## config.mk

```make
export PLATFORM = sky130hd
export DESIGN_NAME = pcw_sys_ctrl
export DESIGN_NICKNAME = d
export VERILOG_FILES = /design/src/hdl/pcw_sys_pkg.sv /design/src/hdl/io_port_regs.sv /design/src/hdl/mem_pager.sv /design/src/hdl/irq_timer_ctrl.sv /design/src/hdl/colour_mapper.sv /design/src/hdl/pcw_sys_ctrl.sv
export SDC_FILE = /design/constraint.sdc
export NUM_CORES = 1
export LEC_CHECK = 0
export BUFFER_PORTS_ARGS = -buffer_cell sky130_fd_sc_hd__buf_2
export CORE_MARGIN = 1.5
export CORE_UTILIZATION = 47
export DETAILED_ROUTE_END_ITERATION = 10
export PLACE_DENSITY = 0.76
export SETUP_SLACK_MARGIN = 0.05
export SKIP_CTS_REPAIR_TIMING = 1
export SKIP_LAST_GASP = 1
export SYNTH_ARGS = -nofsm -noshare
export SYNTH_HDL_FRONTEND = slang
export SYNTH_SLANG_ARGS = --single-unit
export TNS_END_PERCENT = 100
```

## constraint.sdc

```tcl
create_clock -name clk_sys -period 2.18 [get_ports clk_sys]
set_clock_uncertainty 0.1 [all_clocks]
set_input_delay 0.218 -clock clk_sys [delete_from_list [all_inputs] [get_ports clk_sys]]
set_output_delay 0.218 -clock clk_sys [all_outputs]
set_load 0.02 [all_outputs]
```

## src/hdl/pcw_sys_pkg.sv

```systemverilog
// PCW system control shared types, port addresses, reset values and colour constants
package pcw_sys_pkg;

    // Plain vector types
    typedef logic [7:0]  byte_t;      // I/O data and register value
    typedef logic [7:0]  io_addr_t;   // Low byte of the I/O address
    typedef logic [15:0] cpu_addr_t;
    typedef logic [6:0]  page_t;      // Page number, up to 128 x 16K
    typedef logic [20:0] ram_addr_t;  // 2MB byte address
    typedef logic [1:0]  colour_t;    // Pixel colour from video
    typedef logic [7:0]  line_t;      // Display line
    typedef logic [17:0] rgb_t;       // 6-6-6
    typedef logic [3:0]  miss_cnt_t;  // Saturating timer miss count

    typedef enum logic [1:0] {
        MEM_256K,  // 4 page bits
        MEM_512K,  // 5 page bits
        MEM_1M,    // 6 page bits
        MEM_2M     // 7 page bits
    } mem_size_e;

    // Code 3 falls back to white
    typedef enum logic [1:0] {
        DISP_WHITE,
        DISP_GREEN,
        DISP_AMBER
    } disp_colour_e;

    typedef enum logic [1:0] {
        FAKE_OFF,
        FAKE_CGA0_LOW,
        FAKE_CGA0_HIGH,
        FAKE_CGA1_HIGH
    } fake_mode_e;

    // F8 write commands, other codes ignored
    typedef enum logic [3:0] {
        CMD_DISK_NMI  = 4'd2,
        CMD_DISK_INT  = 4'd3,
        CMD_DISK_OFF  = 4'd4,   // Disk disconnected from NMI and INT
        CMD_TC_SET    = 4'd5,
        CMD_TC_CLR    = 4'd6,
        CMD_MOTOR_ON  = 4'd9,
        CMD_MOTOR_OFF = 4'd10
    } sys_cmd_e;

    typedef struct packed {
        io_addr_t addr;
        logic     wr;     // Write level
        logic     rd;     // Read level
        byte_t    data;   // Write data
    } io_bus_s;

    typedef struct packed {
        byte_t [3:0] page;  // F0-F3, one per 16K slot
        byte_t       lock;  // F4, CPC read lock in bits 7:4
    } page_regs_s;

    typedef struct packed {
        logic disk_to_nmi;
        logic disk_to_int;
        logic mode_change;  // Single cycle, from commands 3 and 4
    } irq_cmd_s;

    typedef struct packed {
        logic      fdc_latch;
        miss_cnt_t timer_misses;
    } irq_status_s;

    localparam io_addr_t PORT_F0 = 8'hF0;
    localparam io_addr_t PORT_F1 = 8'hF1;
    localparam io_addr_t PORT_F2 = 8'hF2;
    localparam io_addr_t PORT_F3 = 8'hF3;
    localparam io_addr_t PORT_F4 = 8'hF4;
    localparam io_addr_t PORT_F8 = 8'hF8;
    localparam io_addr_t PORT_FF = 8'hFF;  // Fake colour end line

    // Boot mapping, pages 0-3 in PCW mode
    localparam page_regs_s PAGE_REGS_RST = '{
        page: {8'h83, 8'h82, 8'h81, 8'h80},
        lock: 8'hF1
    };

    localparam int OFFSET_W     = 14;  // 16K pages
    localparam int CLEAR_CYCLES = 32;  // Delay from F4 read to timer clear

    localparam rgb_t RGB_BLACK = 18'b000000_000000_000000;
    localparam rgb_t RGB_WHITE = 18'b111111_111111_110111;
    localparam rgb_t RGB_GREEN = 18'b011001_111111_011001;
    localparam rgb_t RGB_AMBER = 18'b111111_101100_000000;

    localparam rgb_t CGA0L_GREEN   = 18'b000000_101011_000000;  // Dark green
    localparam rgb_t CGA0L_RED     = 18'b101011_000000_000000;  // Dark red
    localparam rgb_t CGA0L_BROWN   = 18'b101011_010110_000000;
    localparam rgb_t CGA0H_GREEN   = 18'b010110_111111_010110;  // Light green
    localparam rgb_t CGA0H_RED     = 18'b111111_010110_010110;  // Light red
    localparam rgb_t CGA0H_YELLOW  = 18'b111111_111111_010110;
    localparam rgb_t CGA1H_CYAN    = 18'b010110_111111_111111;
    localparam rgb_t CGA1H_MAGENTA = 18'b111111_010110_111111;

endpackage

```

## src/hdl/io_port_regs.sv

```systemverilog
// I/O port register file with page, lock, command and fake colour ports plus status readback
module io_port_regs (
    input  logic                     clk_sys,
    input  logic                     reset,
    input  pcw_sys_pkg::io_bus_s     io,
    input  pcw_sys_pkg::irq_status_s status,
    input  logic                     vblank,
    input  logic                     ntsc,
    output pcw_sys_pkg::byte_t       rd_data,
    output pcw_sys_pkg::page_regs_s  pages,
    output pcw_sys_pkg::irq_cmd_s    irq_cmd,
    output logic                     timer_clear_start,
    output logic                     fdc_tc,
    output logic                     motor_on,
    output pcw_sys_pkg::line_t       fake_end
);
    import pcw_sys_pkg::*;

    byte_t    status_byte;
    sys_cmd_e cmd;

    // Bit 7 always zero, ntsc inverted
    assign status_byte = {1'b0, vblank, status.fdc_latch, ~ntsc, status.timer_misses};

    // F4 and F8 both return status, nothing else decoded for reads
    always_comb begin
        case (io.addr)
            PORT_F4, PORT_F8: rd_data = status_byte;
            default:          rd_data = 8'hFF;
        endcase
    end

    // Reading F4 also starts the timer clear countdown
    assign timer_clear_start = io.rd && (io.addr == PORT_F4);

    assign cmd = sys_cmd_e'(io.data[3:0]);  // Command in low nibble

    always_ff @(posedge clk_sys) begin
        if (reset) begin
            pages    <= PAGE_REGS_RST;
            irq_cmd  <= '0;
            fdc_tc   <= 1'b0;
            motor_on <= 1'b0;
            fake_end <= '0;
        end else begin
            irq_cmd.mode_change <= 1'b0;  // Pulse default
            if (io.wr) begin
                case (io.addr)
                    PORT_F0, PORT_F1, PORT_F2, PORT_F3: begin
                        pages.page[io.addr[1:0]] <= io.data;  // Slot from low address bits
                    end
                    PORT_F4: pages.lock <= io.data;
                    PORT_FF: fake_end   <= io.data;
                    PORT_F8: begin
                        case (cmd)
                            CMD_DISK_NMI: begin
                                irq_cmd.disk_to_nmi <= 1'b1;
                                irq_cmd.disk_to_int <= 1'b0;
                            end
                            CMD_DISK_INT: begin
                                irq_cmd.disk_to_nmi <= 1'b0;
                                irq_cmd.disk_to_int <= 1'b1;
                                irq_cmd.mode_change <= 1'b1;
                            end
                            CMD_DISK_OFF: begin
                                irq_cmd.disk_to_nmi <= 1'b0;
                                irq_cmd.disk_to_int <= 1'b0;
                                irq_cmd.mode_change <= 1'b1;
                            end
                            CMD_TC_SET:    fdc_tc   <= 1'b1;
                            CMD_TC_CLR:    fdc_tc   <= 1'b0;
                            CMD_MOTOR_ON:  motor_on <= 1'b1;
                            CMD_MOTOR_OFF: motor_on <= 1'b0;
                            default: ;  // Boot end, reset and speaker codes ignored
                        endcase
                    end
                    default: ;
                endcase
            end
        end
    end

endmodule

```

## src/hdl/mem_pager.sv

```systemverilog
// CPU address to RAM address translation for PCW and CPC paging modes
module mem_pager (
    input  pcw_sys_pkg::cpu_addr_t  cpu_addr,
    input  logic                    mem_wr,
    input  pcw_sys_pkg::mem_size_e  mem_size,
    input  pcw_sys_pkg::page_regs_s pages,
    output pcw_sys_pkg::ram_addr_t  ram_addr
);
    import pcw_sys_pkg::*;

    localparam int SLOT_W = $bits(cpu_addr_t) - OFFSET_W;     // 2 slot bits
    localparam int CPC_W  = 3;                                // CPC bank width
    localparam int CPC_PAD = $bits(ram_addr_t) - CPC_W - OFFSET_W;

    logic [SLOT_W-1:0]   slot;
    logic [OFFSET_W-1:0] offset;
    byte_t               page_reg;
    page_t               page_mask;
    logic                read_lock;
    logic [CPC_W-1:0]    cpc_bank;

    assign slot     = cpu_addr[$bits(cpu_addr_t)-1 -: SLOT_W];
    assign offset   = cpu_addr[OFFSET_W-1:0];
    assign page_reg = pages.page[slot];

    // Lock bit for slot n is F4 bit 4+n
    assign read_lock = pages.lock[{1'b1, slot}];

    // Wrap pages to the fitted memory size
    always_comb begin
        case (mem_size)
            MEM_256K: page_mask = 7'h0F;
            MEM_512K: page_mask = 7'h1F;
            MEM_1M:   page_mask = 7'h3F;
            default:  page_mask = 7'h7F;
        endcase
    end

    // CPC writes always use the low bank field
    // Locked reads follow the write bank, unlocked reads take bits 6:4
    always_comb begin
        if (mem_wr || read_lock) begin
            cpc_bank = page_reg[2:0];
        end else begin
            cpc_bank = page_reg[6:4];
        end
    end

    always_comb begin
        if (page_reg[7]) begin                      // PCW mode
            ram_addr = {page_reg[6:0] & page_mask, offset};
        end else begin                              // CPC mode, low 128K only
            ram_addr = {{CPC_PAD{1'b0}}, cpc_bank, offset};
        end
    end

endmodule

```

## src/hdl/irq_timer_ctrl.sv

```systemverilog
// Timer miss counter, disk interrupt routing and CPU INT/NMI line generation
module irq_timer_ctrl (
    input  logic                     clk_sys,
    input  logic                     reset,
    input  logic                     timer_tick,
    input  logic                     fdc_int,
    input  logic                     int_enable,
    input  pcw_sys_pkg::irq_cmd_s    irq_cmd,
    input  logic                     timer_clear_start,
    output pcw_sys_pkg::irq_status_s status,
    output logic                     int_n,
    output logic                     nmi_n
);
    import pcw_sys_pkg::*;

    localparam int EDGE_TIMER = 0;
    localparam int EDGE_FDC   = 1;
    localparam int CLR_W      = $clog2(CLEAR_CYCLES);

    logic [1:0]       edge_in;
    logic [1:0]       edge_q;     // Inputs registered once
    logic [1:0]       rise;       // Registered rise pulses
    logic             fdc_fall;
    logic             fdc_latch;
    logic             nmi_flag;   // Pending disk NMI
    miss_cnt_t        timer_misses;
    logic             clr_active;
    logic [CLR_W-1:0] clr_cnt;
    logic             timer_line;
    logic             int_line;
    logic             nmi_line;

    assign edge_in = {fdc_int, timer_tick};

    // Pulses land one edge after the input is first sampled high
    always_ff @(posedge clk_sys) begin
        if (reset) begin
            edge_q   <= '0;
            rise     <= '0;
            fdc_fall <= 1'b0;
        end else begin
            edge_q   <= edge_in;
            rise     <= edge_in & ~edge_q;
            fdc_fall <= edge_q[EDGE_FDC] & ~fdc_int;
        end
    end

    // FDC status latch and NMI flag
    always_ff @(posedge clk_sys) begin
        if (reset) begin
            fdc_latch <= 1'b0;
            nmi_flag  <= 1'b0;
        end else begin
            if (rise[EDGE_FDC]) begin
                fdc_latch <= 1'b1;
                if (irq_cmd.disk_to_nmi) nmi_flag <= 1'b1;
            end else if (fdc_fall) begin
                fdc_latch <= 1'b0;
            end
            // INT mode or disconnect drops any pending NMI
            if (irq_cmd.mode_change && !irq_cmd.disk_to_nmi) nmi_flag <= 1'b0;
        end
    end

    // Interrupt lines sampled on the timer tick
    always_ff @(posedge clk_sys) begin
        if (reset) begin
            timer_misses <= '0;
            timer_line   <= 1'b0;
            int_line     <= 1'b0;
            nmi_line     <= 1'b0;
            clr_active   <= 1'b0;
            clr_cnt      <= '0;
        end else begin
            if (rise[EDGE_TIMER]) begin
                if (timer_misses != '1) timer_misses <= timer_misses + 1'b1;  // Sticks at 15
                timer_line <= int_enable;
                nmi_line   <= nmi_flag;
                int_line   <= irq_cmd.disk_to_int & fdc_latch & int_enable;
            end
            if (timer_clear_start) begin            // Every F4 read restarts the count
                clr_active <= 1'b1;
                clr_cnt    <= '0;
            end else if (clr_active) begin
                if (clr_cnt == CLR_W'(CLEAR_CYCLES - 1)) begin
                    clr_active   <= 1'b0;
                    timer_misses <= '0;         // Wins over a tick on the same edge
                    timer_line   <= 1'b0;
                end else begin
                    clr_cnt <= clr_cnt + 1'b1;
                end
            end
            if (irq_cmd.mode_change && !irq_cmd.disk_to_nmi && !irq_cmd.disk_to_int) begin
                int_line <= 1'b0;   // Disconnect
            end
        end
    end

    assign status = '{fdc_latch: fdc_latch, timer_misses: timer_misses};

    assign nmi_n = ~nmi_line;
    assign int_n = nmi_line | ~(int_line | timer_line);  // INT held off behind NMI

endmodule

```

## src/hdl/colour_mapper.sv

```systemverilog
// Pixel colour to 18-bit RGB with monochrome tints and CGA style fake colour palettes
module colour_mapper (
    input  pcw_sys_pkg::colour_t      colour,
    input  pcw_sys_pkg::line_t        ypos,
    input  pcw_sys_pkg::line_t        fake_end,
    input  pcw_sys_pkg::disp_colour_e disp_colour,
    input  pcw_sys_pkg::fake_mode_e   fake_mode,
    output pcw_sys_pkg::rgb_t         rgb
);
    import pcw_sys_pkg::*;

    rgb_t tint;
    rgb_t mono;
    rgb_t fake;
    logic fake_area;

    always_comb begin
        case (disp_colour)
            DISP_GREEN: tint = RGB_GREEN;
            DISP_AMBER: tint = RGB_AMBER;
            default:    tint = RGB_WHITE;   // White and unused code
        endcase
    end

    // Any lit pixel takes the full tint
    assign mono = (colour == 2'd0) ? RGB_BLACK : tint;

    always_comb begin
        fake = mono;
        case (fake_mode)
            FAKE_CGA0_LOW: begin
                case (colour)
                    2'd1:    fake = CGA0L_GREEN;
                    2'd2:    fake = CGA0L_RED;
                    2'd3:    fake = CGA0L_BROWN;
                    default: fake = RGB_BLACK;
                endcase
            end
            FAKE_CGA0_HIGH: begin
                case (colour)
                    2'd1:    fake = CGA0H_GREEN;
                    2'd2:    fake = CGA0H_RED;
                    2'd3:    fake = CGA0H_YELLOW;
                    default: fake = RGB_BLACK;
                endcase
            end
            FAKE_CGA1_HIGH: begin
                case (colour)
                    2'd1:    fake = CGA1H_CYAN;
                    2'd2:    fake = CGA1H_MAGENTA;
                    2'd3:    fake = RGB_WHITE;      // White tint regardless of disp_colour
                    default: fake = RGB_BLACK;
                endcase
            end
            default: ;  // Off keeps mono
        endcase
    end

    // Palette only above the programmed line
    assign fake_area = (fake_mode != FAKE_OFF) && (ypos < fake_end);

    assign rgb = fake_area ? fake : mono;

endmodule

```

## src/hdl/pcw_sys_ctrl.sv

```systemverilog
// PCW system control top joining port registers, pager, interrupt control and colour mapping
module pcw_sys_ctrl (
    input  logic                      clk_sys,
    input  logic                      reset,
    input  pcw_sys_pkg::io_bus_s      io,
    input  pcw_sys_pkg::cpu_addr_t    cpu_addr,
    input  logic                      mem_wr,
    input  pcw_sys_pkg::mem_size_e    mem_size,
    input  pcw_sys_pkg::disp_colour_e disp_colour,
    input  pcw_sys_pkg::fake_mode_e   fake_mode,
    input  logic                      ntsc,
    input  logic                      vblank,
    input  logic                      timer_tick,
    input  logic                      fdc_int,
    input  logic                      int_enable,
    input  pcw_sys_pkg::colour_t      colour,
    input  pcw_sys_pkg::line_t        ypos,
    output pcw_sys_pkg::byte_t        rd_data,
    output pcw_sys_pkg::ram_addr_t    ram_addr,
    output logic                      int_n,
    output logic                      nmi_n,
    output logic                      fdc_tc,
    output logic                      motor_on,
    output pcw_sys_pkg::rgb_t         rgb
);
    import pcw_sys_pkg::*;

    page_regs_s  pages;
    irq_cmd_s    irq_cmd;
    irq_status_s status;             // Back from interrupt control for F8 reads
    logic        timer_clear_start;
    line_t       fake_end;

    io_port_regs i_io_port_regs (
        .clk_sys           (clk_sys),
        .reset             (reset),
        .io                (io),
        .status            (status),
        .vblank            (vblank),
        .ntsc              (ntsc),
        .rd_data           (rd_data),
        .pages             (pages),
        .irq_cmd           (irq_cmd),
        .timer_clear_start (timer_clear_start),
        .fdc_tc            (fdc_tc),
        .motor_on          (motor_on),
        .fake_end          (fake_end)
    );

    mem_pager i_mem_pager (
        .cpu_addr (cpu_addr),
        .mem_wr   (mem_wr),
        .mem_size (mem_size),
        .pages    (pages),
        .ram_addr (ram_addr)
    );

    irq_timer_ctrl i_irq_timer_ctrl (
        .clk_sys           (clk_sys),
        .reset             (reset),
        .timer_tick        (timer_tick),
        .fdc_int           (fdc_int),
        .int_enable        (int_enable),
        .irq_cmd           (irq_cmd),
        .timer_clear_start (timer_clear_start),
        .status            (status),
        .int_n             (int_n),
        .nmi_n             (nmi_n)
    );

    colour_mapper i_colour_mapper (
        .colour      (colour),
        .ypos        (ypos),
        .fake_end    (fake_end),
        .disp_colour (disp_colour),
        .fake_mode   (fake_mode),
        .rgb         (rgb)
    );

endmodule

```

==> results.md, run 1 <==
Floorplan:
- For this configuration, the core starts out at a cell density of 48.6%.
- The floorplan step defined a die boundary enclosing 8580 um^2.
- The site row count is 32.
- In this run the vertical extent of the chip is 92.7 um.
- In this run the standard cell core region covers 7770 um^2.
- The die is 92.7 um wide.
- 109 I/O pins were placed.

Placement:
- The congestion estimate from routability-driven global placement came to 0.839.
- The quantity of I/O buffers inserted on ports is 80.
- Counting tap cells, the placed design contains a total of 579 instances.
- The placed wire-length estimate after detailed placement is 6.65 mm.

GRT:
- The number of global-route vias before repair came to 3,078.
- The number of antenna violations at the first check in global routing is 0.
- Global routing consumed, over all layers together, 21.3% of the routing resources.
- Global routing finished with a remaining overflow of 0.
- Entering global routing, the biggest net connects 40 pins.
- The first global-routing pass estimated 14.4 mm of wire.

Run status:
- The final reports fail on negative setup slack.
- The flow ran to the end, but the final reports show violations.

Critical path:
- The worst setup path is of the reg -> out kind.
- The type of origin of the critical path is a flop.
- The critical path goes through inv_2 > ha_4 > a211o_1 > a31oi_4 > o311ai_4 > nor2_4 > buf_4 > a21oi_1 > buf_4.
- The peak fanout along the critical path is 6.
- The data arrival at the endpoint of the critical path is 2320 ps.
- The worst setup path is captured at an output pin.
- The worst-path cell with the longest stage delay is o311ai_4.
- The cell seen most often among critical-path stages is buf_4.
- The data required time of the critical path is 1860 ps.
- The delay of the slowest critical-path stage is 450 ps.
- The kind of cell adding the most delay to the critical path is compound AO/OA/AOI/OAI gates.
- The critical path contains buffers and inverters numbering 3 combined.

Timing:
- The timing-limited maximum frequency is 380 MHz.
- The slew at the pin with the worst max-slew slack is 516 ps.
- Setup repair after global routing could not meet its margin everywhere.
- The number of failing hold endpoints at the final stage is 0.
- The count of endpoints failing setup in the final report is 21.
- The ratio of final minimum period to clock period is 121%.
- The shortest period the worst path allows is 2630 ps.
- The max-slew violation count is 0.
- Across all hold checks on the routed design, the worst slack comes to 8.63 ps.
- Setup slack on the critical path of the routed design comes to -453 ps.
- The worst pin sits at a relative slew slack of 65.5%.

Cells and area:
- The filler-free cell count of the finished design is 603.
- The antenna diode instance count is 0.
- After the last flow step, the layout net total stands at 573.
- The share of cells above drive strength 1 is 33.7%.
- The signed area change from the synthesized netlist to the final layout is 27.5%.

Power:
- Summed over all cells, the static leakage comes to 2.09 nW.
- The proportion of total power due to net switching is 25.4%.
- The net switching power is 0.762 mW.
- Of the total power, the clock network draws 41.7%.
- The worst ir drop on vdd is 0.435 mV.
- In this run, the combinational gates consume 15.6% of the power.
- The internal power of the cells totals 2.24 mW.
- Of the total power, registers draw 42.6%.
- In this run the power density over the cells is 623 nW/um^2.

Routing:
- The first TritonRoute pass finished after 5 iterations.
- After detailed routing, the average wire length per cell comes to 15.6 um.
- The post-route antenna net violation count is 0.
- Across all layers, the routed design uses 3,276 vias.
- The DRC marker count from the first detailed-route iteration is 142.
- The routed via count divided by cell count is 5.43.
- The final layout contains routed wiring with a total length of 9.40 mm.
- For this run, design rule violations remaining after detail routing come to 0.

Synth:
- The average size of a mapped cell is 9.04 um^2.
- The unique cell type count in the Yosys netlist is 54.
- For this run, the leading register cell type out of synthesis is dfxtp_1.
- The yosys synthesis warning count is 0.
- After technology mapping, the gate count stands at 418.
- Sequential cells were found to cover 36.6% of the synthesized design area.
- The number of nets in the synthesized netlist is 495.
- The count of flip-flops with a built-in enable after synthesis is 0.
- In this run, synthesis produced a sequential element count of 69.
- The share of Yosys cell area claimed by the top area cell type is 36.6%.
- The synthesized netlist occupies a cell area of 3780 um^2.
- In the synthesized netlist, the cells that appear most often are 69 x dfxtp_1, 57 x nor2_1, 32 x mux2i_1.
- The synthesized design spends more area on one cell type than any other, namely dfxtp_1.
- Sorting the synthesized cells by area gives the leading types as dfxtp_1 37%, mux2i_1 8.5%, ha_1 6.3%.
- dfxtp_1 is the most common cell in the netlist.
- Counting flops with an async set or reset pin after synthesis yields a share of 0%.

Clocking:
- Clock latency on the worst-skew pair, taken at its later pin, is 350 ps.
- The register clock-pin slew on the reported worst setup and hold paths is 70 ps.
- The CTS buffer count is 9.
- TritonCTS built the clock tree.
- The H-tree generated during clock tree synthesis spans 3 levels.
- The number of buffers on the longest clock path is 2.
- The buffer type at the clock tree root is clkbuf_8.
- The number of clock sinks is 69.

Job:
- The tool flagged a number of max-cap violations equal to 0.

Hold path:
- The tightest min-delay check is of the in -> reg type.
[worst min-delay path, cell delays in order]
cell	delay [ps]
buf_2	90
a21oi_1	50
nor2_1	70
[metal layers]
| layer | wire length [um] | share of wire [%] | global-route usage (%) |
|---|---|---|---|
| met2 | 4550 | 48 | 33.9 |
| met4 | 173 | 1.8 | 7.32 |
| met5 | 0 | 0 | 0 |
| met1 | 4070 | 43 | 28.0 |
| met3 | 611 | 6.5 | 5.42 |
[kinds of logic (layout without fill, tap and decap cells)]
kind of cell | after synthesis | in the layout | share of synthesized area [%]
simple gates | 158 | 158 | 20.7
flops | 69 | 69 | 36.6
compound gates | 61 | 61 | 11.1
buf+inv | 61 | 144 | 8.45
mux | 44 | 44 | 15.5
fa+ha+maj | 19 | 19 | 6.29
xor+xnor | 6 | 6 | 1.39
[per-stage QoR]
step	setup TNS (ps)	util, %	instance area (um^2)	total power, mW	worst slack [ps]
2_1_floorplan	-4.68	-	3870	1.59	-4.68
3_3_place_gp	-283	55.3	4290	1.68	-54.7
3_5_place_dp	-691	55.3	4290	1.69	-112
4_1_cts	-7970	58.3	4530	2.94	-509
5_1_grt	-8150	62.0	4820	3.11	-539
6_report	-6580	62.0	4820	3.00	-453
[layout make-up]
| cell class | instances | area, um^2 |
|---|---|---|
| flip-flops and latches | 69 | 1390 |
| inverters | 19 | 71.3 |
| clock buffers | 10 | 128 |
| repair buffers | 109 | 721 |
| clock inverters | 6 | 111 |
| multi-input cells | 288 | 2270 |
| fillers | 637 | 2950 |
| well taps | 102 | 128 |
[power groups by stage]
| stage | clock, mW | combinational [mW] | sequential (mW) |
|---|---|---|---|
| global placement | 0 | 0.372 | 1.31 |
| detailed placement | 0 | 0.381 | 1.31 |
| global route | 1.33 | 0.503 | 1.28 |
| CTS | 1.27 | 0.383 | 1.28 |
| floorplan | 0 | 0.288 | 1.30 |
| finish | 1.25 | 0.469 | 1.28 |
[flip-flops by register name, indices dropped and copies added, names as in the netlist, 2 cells and up]
name,cells
i_irq_timer_ctrl.timer_misses,4
i_io_port_regs.pages,36
i_irq_timer_ctrl.clr_cnt,5
i_irq_timer_ctrl.rise,2
i_io_port_regs.fake_end,8
i_irq_timer_ctrl.edge_q,2
i_io_port_regs.irq_cmd,3
[cells in the final DEF, fill, tap and decap left out, types with 9 or more instances in the layout]
| cell type | count |
|---|---|
| dfxtp_1 | 61 |
| a21oi_1 | 15 |
| buf_4 | 28 |
| inv_1 | 14 |
| nor2b_1 | 10 |
| nand2_1 | 27 |
| mux2i_1 | 31 |
| nor2_1 | 57 |
| clkbuf_8 | 9 |
| nand3_1 | 20 |
| buf_2 | 64 |
| ha_1 | 15 |
| a211o_1 | 9 |
| buf_6 | 16 |
[worst paths after layout]
path / endpoint / startpoint / slack [ps] / depth (start not counted)
worst max-delay path: rgb[17] / i_io_port_regs.fake_end[2] / -450 / 9
worst min register to register: i_irq_timer_ctrl.rise[0] / i_irq_timer_ctrl.edge_q[0] / 290 / 1
worst min-delay path: i_irq_timer_ctrl.clr_active / io[8] / 9 / 3
worst max register to register: i_irq_timer_ctrl.clr_cnt[3] / i_irq_timer_ctrl.clr_cnt[0] / 450 / 8
Note: power is estimated with default switching activity, not from simulation.
==> run 2, diff against run 1 <==
- ABC_AREA: default -> 1
==> run 2 against run 1 <==
Against the previous run:
- area after synthesis increased by 0.53%
- sequential power about the same
- register-to-register slack got worse by 170 ps
- largest power group unchanged
- design area decreased by 3.1%
- maximum frequency increased by 20%
- synthesized cell count increased by 29%
- the run ends with negative hold slack, negative setup slack left
- highest routed layer unchanged
- combinational power increased by 5.3%
- routed wire length increased by 2.9%
- first-iteration DRC count increased by 61%
- sequential share of layout area increased by 0.85 points
- setup slack improved by 450 ps
==> results.md, run 2 <==
Power:
- For this design the total switching power over the nets is 0.819 mW.
- Of the total power, combinational logic draws 17.4%.
- Net switching is 28.8% of the power.
- The share of power burned in registers is 45.1%.
- The leakage power total is 2.14 nW.
- The clock share of power is 37.5%.
- Internal power comes to 2.02 mW.
- Across the VDD grid, the largest voltage drop is 0.452 mV.
- The power density normalized to cell area is 608 nW/um^2.

Synth:
- In this run, synthesis inferred 0 flip-flops with an integrated enable.
- Synthesis produced 541 cells.
- The prevailing post-synth register cell is dfxtp_1.
- The proportion of synthesized chip area in sequential cells is 36.4%.
- Yosys printed 0 warnings.
- The synthesized netlist occupies a cell area of 3800 um^2.
- The share of flip-flops with an asynchronous set or reset is 0%.
- In this run, synthesis produced a sequential element count of 69.
- The number of nets in the synthesized netlist is 618.
- The average size of a mapped cell is 7.02 um^2.
- By count the netlist is led by 145 x nand2_1, 69 x dfxtp_1, 55 x inv_1.
- The most area-hungry cell type in the Yosys netlist is dfxtp_1.
- The most common cell in the synthesized netlist is nand2_1.
- The synthesized design devotes to its leading area cell type 36.4% of total area.
- Sorting the synthesized cells by area gives the leading types as dfxtp_1 36%, nand2_1 14%, ha_1 6.3%.
- After synthesis, the netlist uses 40 different library cells.

Critical path:
- In this design, the stage delay of the slowest critical-path cell is 320 ps.
- The critical path goes through inv_2 > ha_4 > a21oi_2 > o21a_1 > buf_4 > nand3_4 > nand2_4 > nand2_4 > buf_6.
- The type of origin of the critical path is a flop.
- The classification of the worst setup path is reg -> out.
- The data arrival at the endpoint of the critical path is 1870 ps.
- At the worst endpoint, the required time is 1860 ps.
- For this design, the slowest cell found on the critical path is dfxtp_2.
- The cell seen most often among critical-path stages is nand2_4.
- In this run the worst path has a maximum fanout of 5.
- STA classifies the critical path endpoint as an output pin.

Routing:
- After detailed routing, the number of vias per cell comes to 5.15.
- In the final routed layout, each cell accounts on average for 13.5 um.
- The total routed wirelength is 9.67 mm.
- In this run the remaining antenna-violating nets after routing total 0.
- The number of iterations in the first detailed-routing pass is 4.
- The remaining design rule violation count is 0.
- The count of vias placed by the detailed router is 3,694.
- The DRC marker count from the first detailed-route iteration is 228.

Floorplan:
- The horizontal die dimension is 92.9 um.
- The number of placed I/O pins is 109.
- The die covers 8630 um^2.
- The height of the chip is 92.9 um.
- The site row count is 32.
- The total area inside the core boundary comes to 7770 um^2.
- The starting density of the core is 48.9%.

Clocking:
- Clock tree synthesis inserted a total of 9 buffers.
- The tree is rooted in a clkbuf_8.
- The register clock-pin slew on the reported worst setup and hold paths is 80 ps.
- The number of levels the H-tree was split into is 3.
- The later pin in the worst-skew pair is clocked with a latency of 350 ps.
- TritonCTS built the clock tree.
- CTS saw 69 sinks.
- The number of buffers on the longest clock path is 2.

Cells and area:
- From synthesis to final layout, the design area changed by 22.9%.
- The share of cells above drive strength 1 is 27.3%.
- i_io_port_regs.pages holds more flip-flops than any other register.
- The filler cell count is 696.
- The register with the most flip-flops in the layout has 36 of them.
- The post-layout net count is 687.
- The library cell used most frequently in the layout, excluding fill and tap cells, is nand2_1.
- Leaving out fill and tap cells, the most frequent cells in the layout are 130 x nand2_1, 64 x dfxtp_1, 62 x buf_2, 48 x inv_1, 47 x nor2_1.
- The largest registers in the layout are i_io_port_regs.pages x36, i_io_port_regs.fake_end x8, i_irq_timer_ctrl.clr_cnt x5.
- The number of antenna diodes in the final layout is 0.

Timing:
- Of the available clock period, the critical path in the final layout requires 100%.
- The number of failing hold endpoints at the final stage is 1.
- Setup repair after global routing could not meet its margin everywhere.
- In the final timing run, aggregate negative setup slack is -35.9 ps.
- The headroom to the max-slew limit is 58.7%.
- In the post-route analysis, the smallest setup slack over all paths is -7.31 ps.
- The max-slew violation count was 0.
- The count of endpoints failing setup in the final report is 6.
- Subtracting the final worst setup slack from the clock period gives 2190 ps.
- The minimum hold slack is -9.83 ps.
- For this run, the top clock speed supported by timing is 457 MHz.
- The slew at the pin with the worst max-slew slack is 616 ps.

Run status:
- The checks that failed: negative hold slack, negative setup slack.
- The run finished, with violations left.

Hold path:
- The min-delay analysis places its worst path in the category in -> reg.

Placement:
- The final weighted congestion of routability-driven global placement is 0.842.
- The placed wire-length estimate after detailed placement is 6.79 mm.
- The worst setup slack before clock tree synthesis is 169 ps.
- Buffers placed on the I/O ports in this run total 80.

GRT:
- The first global-routing pass estimated 14.8 mm of wire.
- The largest net degree at the start of global routing is 36.
- The global routing usage summed across all routing layers is 21.5%.
- The number of antenna violations at the first check in global routing was 0.
- The number of global-route vias before repair was 3,459.
- The total overflow left after global routing is 0.

Job:
- The max-capacitance violation count is 0.
[run 2: cell types whose count changed in the layout (fill, tap and decap cells not counted), sizes merged, moves of 8 or more]
cell and delta:
a211o -9, o21ai +12, nand2 +120, o211ai +13
nor2b -10, nand4 +18, a21oi +25, nand2b -8
mux2i -32, buf -18, inv +41, mux4 -9
nand3 +12
[run 2: worst paths after layout]
path | startpoint | endpoint | slack, ps | depth (start not counted)
worst min-delay path | timer_tick | i_irq_timer_ctrl.edge_q[0] | -10 | 3
worst max register to register | i_irq_timer_ctrl.clr_cnt[0] | i_irq_timer_ctrl.clr_cnt[3] | 280 | 7
worst min register to register | i_irq_timer_ctrl.edge_q[0] | i_irq_timer_ctrl.rise[0] | 300 | 1
worst max-delay path | i_io_port_regs.fake_end[5] | rgb[15] | -7 | 9
[run 2: logic make-up (layout without fill, tap and decap cells)]
| group | Yosys count | in the layout | synth area share (%) |
|---|---|---|---|
| XOR/XNOR | 4 | 4 | 0.923 |
| flip-flops | 69 | 69 | 36.4 |
| AO/OA/AOI/OAI | 86 | 86 | 13.0 |
| buffers and inverters | 95 | 169 | 12.2 |
| AND/OR/NAND/NOR | 268 | 268 | 31.2 |
| adder cells (fa/ha/maj) | 19 | 19 | 6.26 |
[run 2: metal layers]
| metal | GRT usage, % | up-vias | part of all wire (%) |
|---|---|---|---|
| li1 | - | 1881 | - |
| met1 | 25.1 | 1659 | 42 |
| met2 | 37.3 | 126 | 49 |
| met3 | 5.99 | 28 | 6.8 |
| met4 | 7.58 | 0 | 2.3 |
| met5 | 0 | - | 0 |
[run 2: through the flow]
stage	util, %	cell area, um^2	hold WS (ps)	instances	total power [mW]
2_1_floorplan	-	3800	243	541	1.61
3_3_place_gp	53.3	4140	279	695	1.70
3_5_place_dp	53.3	4140	291	695	1.71
4_1_cts	55.9	4340	-13.2	711	2.76
5_1_grt	60.1	4670	11.7	717	2.95
6_report	60.1	4670	-9.83	717	2.84
[run 2: final cells by class]
class	instances	area (um^2)	area share [%]
multi-input combinational	377	2140	45.8
sequential	69	1390	29.7
timing repair buffer	91	572	12.3
inverter	62	240	5.15
clock buffer	11	141	3.03
tap	102	128	2.73
clock inverter	5	60.1	1.29
[run 2: power groups by stage]
stage               registers (mW)  logic [mW]  clock network (mW)
finish                        1.28       0.494                1.06
global placement              1.31       0.391                   0
CTS                           1.28       0.400                1.08
detailed placement            1.31       0.399                   0
floorplan                     1.31       0.299                   0
global route                  1.28       0.538                1.13
[run 2: critical path: cells and delay by family, from the launching register on]
| family | cells | cell delay, ps |
|---|---|---|
| AOI/OAI and AO/OA | 2 | 300 |
| adders and majority gates | 1 | 200 |
| buffers and inverters | 3 | 330 |
| DFF | 1 | 320 |
| and+or+nand+nor | 3 | 370 |
==> run 3, diff against run 2 <==
==> constraint.sdc (replaced) <==
create_clock -name clk_sys -period 2.18 [get_ports clk_sys]
set_clock_uncertainty 0.1 [all_clocks]
set_input_delay 0.109 -clock clk_sys [delete_from_list [all_inputs] [get_ports clk_sys]]
set_output_delay 0.109 -clock clk_sys [all_outputs]
set_load 0.02 [all_outputs]
==> run 3 against run 2 <==
Against the previous run:
- the flow finishes with violations (negative hold slack)
- design area shrank 1.6%
- combinational power shrank 7.9%
- first-iteration DRC count shrank 3.1%
- sequential power is essentially flat
- sequential cell count is the same
- critical path type unchanged
- critical endpoint is now rgb[11]
==> results.md, run 3 (synthesis results as in run 2) <==
Timing:
- The ratio of final minimum period to clock period is 95.3%.
- Setup repair after global routing left no endpoint under its margin.
- The max-slew violation count came to 0.
- In the final timing run, aggregate negative setup slack is 0 ps.
- The minimum hold slack is -41.1 ps.
- The shortest period the worst path allows is 2080 ps.
- At the pin with the least slew margin, the transition time is 378 ps.
- The setup slack after layout is 102 ps.
- The number of failing hold endpoints at the final stage came to 2.
- Setup violations remaining at the end of the flow were counted as 0.
- In this run the tightest slew margin relative to its limit is 74.7%.
- The timing-limited maximum frequency is 481 MHz.

Run status:
- The flow ran to the end, but the final reports show violations.
- The final reports fail on negative hold slack.

Floorplan:
- The overall die area is 8630 um^2.
- The site row count is 32.
- From left edge to right edge, the die measures 92.9 um.
- The height of the chip is 92.9 um.
- Once the floorplan was initialized, standard cells occupied 48.9% of the core.
- The core region is 7770 um^2.
- The number of placed I/O pins is 109.

Placement:
- The final weighted congestion of routability-driven global placement is 0.847.
- At the placement stage, the worst setup path has a slack of 285 ps.
- The count of buffers added on input and output ports is 80.
- Summed over all nets, the half-perimeter wirelength after detailed placement is 6.67 mm.

Critical path:
- The type of origin of the critical path is a flop.
- The data required time of the critical path is 1970 ps.
- The worst setup path is captured at an output pin.
- On the critical path the largest part of the delay comes from buffers and inverters.
- The peak fanout along the critical path is 6.
- For this design, the slowest cell found on the critical path is dfxtp_1.
- For this run, the slowest stage of the critical path takes 310 ps.
- Counting stages on the worst path, the most repeated cell is buf_4.
- The classification of the worst setup path is reg -> out.
- Walking the worst path, the cells encountered are inv_1 > ha_4 > nand2_1 > o21a_2 > buf_4 > nand4_1 > nand2_2 > buf_4.
- The data arrival at the endpoint of the critical path is 1870 ps.
- The critical path contains buffers and inverters numbering 3 combined.

Routing:
- The routed design has 9.38 mm of wire.
- The met1 wire length is 4.02 mm.
- Detailed routing placed a total of 698 um of wire on met3.
- The post-detailed-route wirelength per cell is 13.0 um.
- The post-route antenna net violation count is 0.
- The number of iterations in the first detailed-routing pass is 5.
- The DRC marker count from the first detailed-route iteration is 221.
- The detailed router used layers up to and including met4.
- In the routed layout, each cell is associated on average with a via count of 5.20.
- The count of vias placed by the detailed router is 3,757.
- Wire segments on met2 add up to 4.55 mm in the final route.
- The remaining design rule violation count is 0.

GRT:
- For this run, the total global-route usage over all layers was measured as 21.5%.
- The number of global-route vias before repair is 3,452.
- The largest net degree at the start of global routing is 36.
- The number of antenna violations at the first check in global routing is 0.
- The total congestion overflow after global routing is 0.
- The global-route wire length before repair is 15.1 mm.

Cells and area:
- The most common cell after layout, fill and taps aside is nand2_1.
- After the last flow step, the layout net total stands at 693.
- The core utilization of the finished layout is 59.1%.
- In the final layout, the registers with the most flip-flops are i_io_port_regs.pages x36, i_io_port_regs.fake_end x8, i_irq_timer_ctrl.clr_cnt x5.
- Compared with the post-synthesis result, the final layout area differs by 21.0%.
- The antenna diode instance count is 0.
- The share of cells above drive strength 1 is 23.0%.
- The register containing the most flip-flops in the final layout is i_io_port_regs.pages.
- In the layout the commonest cells are 138 x nand2_1, 73 x buf_2, 69 x dfxtp_1, 55 x inv_1, 48 x nor2_1.
- The register with the most flip-flops in the layout has 36 of them.

Clocking:
- The number of clock sinks is 69.
- At the later pin of the worst-skew pair, clock insertion delay measures 340 ps.
- The CTS buffer count is 9.
- TritonCTS built the clock tree.
- The buffer type at the clock tree root is clkbuf_8.
- The number of levels the H-tree was split into is 3.
- The register clock-pin slew on the reported worst setup and hold paths is 70 ps.
- The number of buffers on the longest clock path is 2.

Job:
- The max-capacitance violation count is 0.

Hold path:
- The kind of path behind the tightest hold check is in -> reg.

Power:
- The leakage power total is 2.14 nW.
- The worst-case IR drop observed on VDD is 0.439 mV.
- The power density normalized to cell area is 632 nW/um^2.
-- run 3: path summary, 6_finish.rpt --
path                                    start                     endpoint  slack [ps]  cells past startpoint
setup / recovery   i_io_port_regs.fake_end[7]                      rgb[11]         100                      8
hold / removal                          io[7]   i_io_port_regs.fake_end[7]         -40                      3
setup reg to reg  i_irq_timer_ctrl.clr_cnt[0]  i_irq_timer_ctrl.clr_cnt[3]         320                      7
hold reg to reg    i_irq_timer_ctrl.edge_q[0]     i_irq_timer_ctrl.rise[0]         300                      1
-- run 3: routing by layer --
| metal | up-vias | global-route usage [%] |
|---|---|---|
| li1 | 1896 | - |
| met1 | 1705 | 25.9 |
| met2 | 139 | 36.6 |
| met3 | 17 | 5.67 |
| met4 | 0 | 7.58 |
| met5 | - | 0 |
-- run 3: tightest hold or removal path: stages --
cell	delay [ps]
buf_2	80
o21ai_0	70
a21oi_1	100
-- run 3: layout make-up --
class	instances	area [um^2]
clock buffer	10	138
fill	710	3170
timing repair buffer	97	573
multi-input combinational	377	2050
inverter	62	240
clock inverter	6	86.3
sequential	69	1380
tap	102	128
-- run 3: power breakdown --
| group | leakage (nW) | internal [mW] | switching (mW) | total [mW] |
|---|---|---|---|---|
| logic | 1.47 | 0.165 | 0.291 | 0.455 |
| registers | 0.558 | 1.27 | 0.00747 | 1.28 |
| clock network | 0.112 | 0.673 | 0.494 | 1.17 |
| total | 2.14 | 2.11 | 0.792 | 2.90 |
-- run 3: through the flow --
stage               hold WS (ps)  cell area [um^2]  total power, mW  cells
global placement             118              4130             1.70    694
finish                     -41.1              4590             2.90    723
global route                1.68              4590             3.03    723
CTS                         -130              4360             2.87    710
detailed placement           118              4130             1.71    694
floorplan                    134              3800             1.61    541
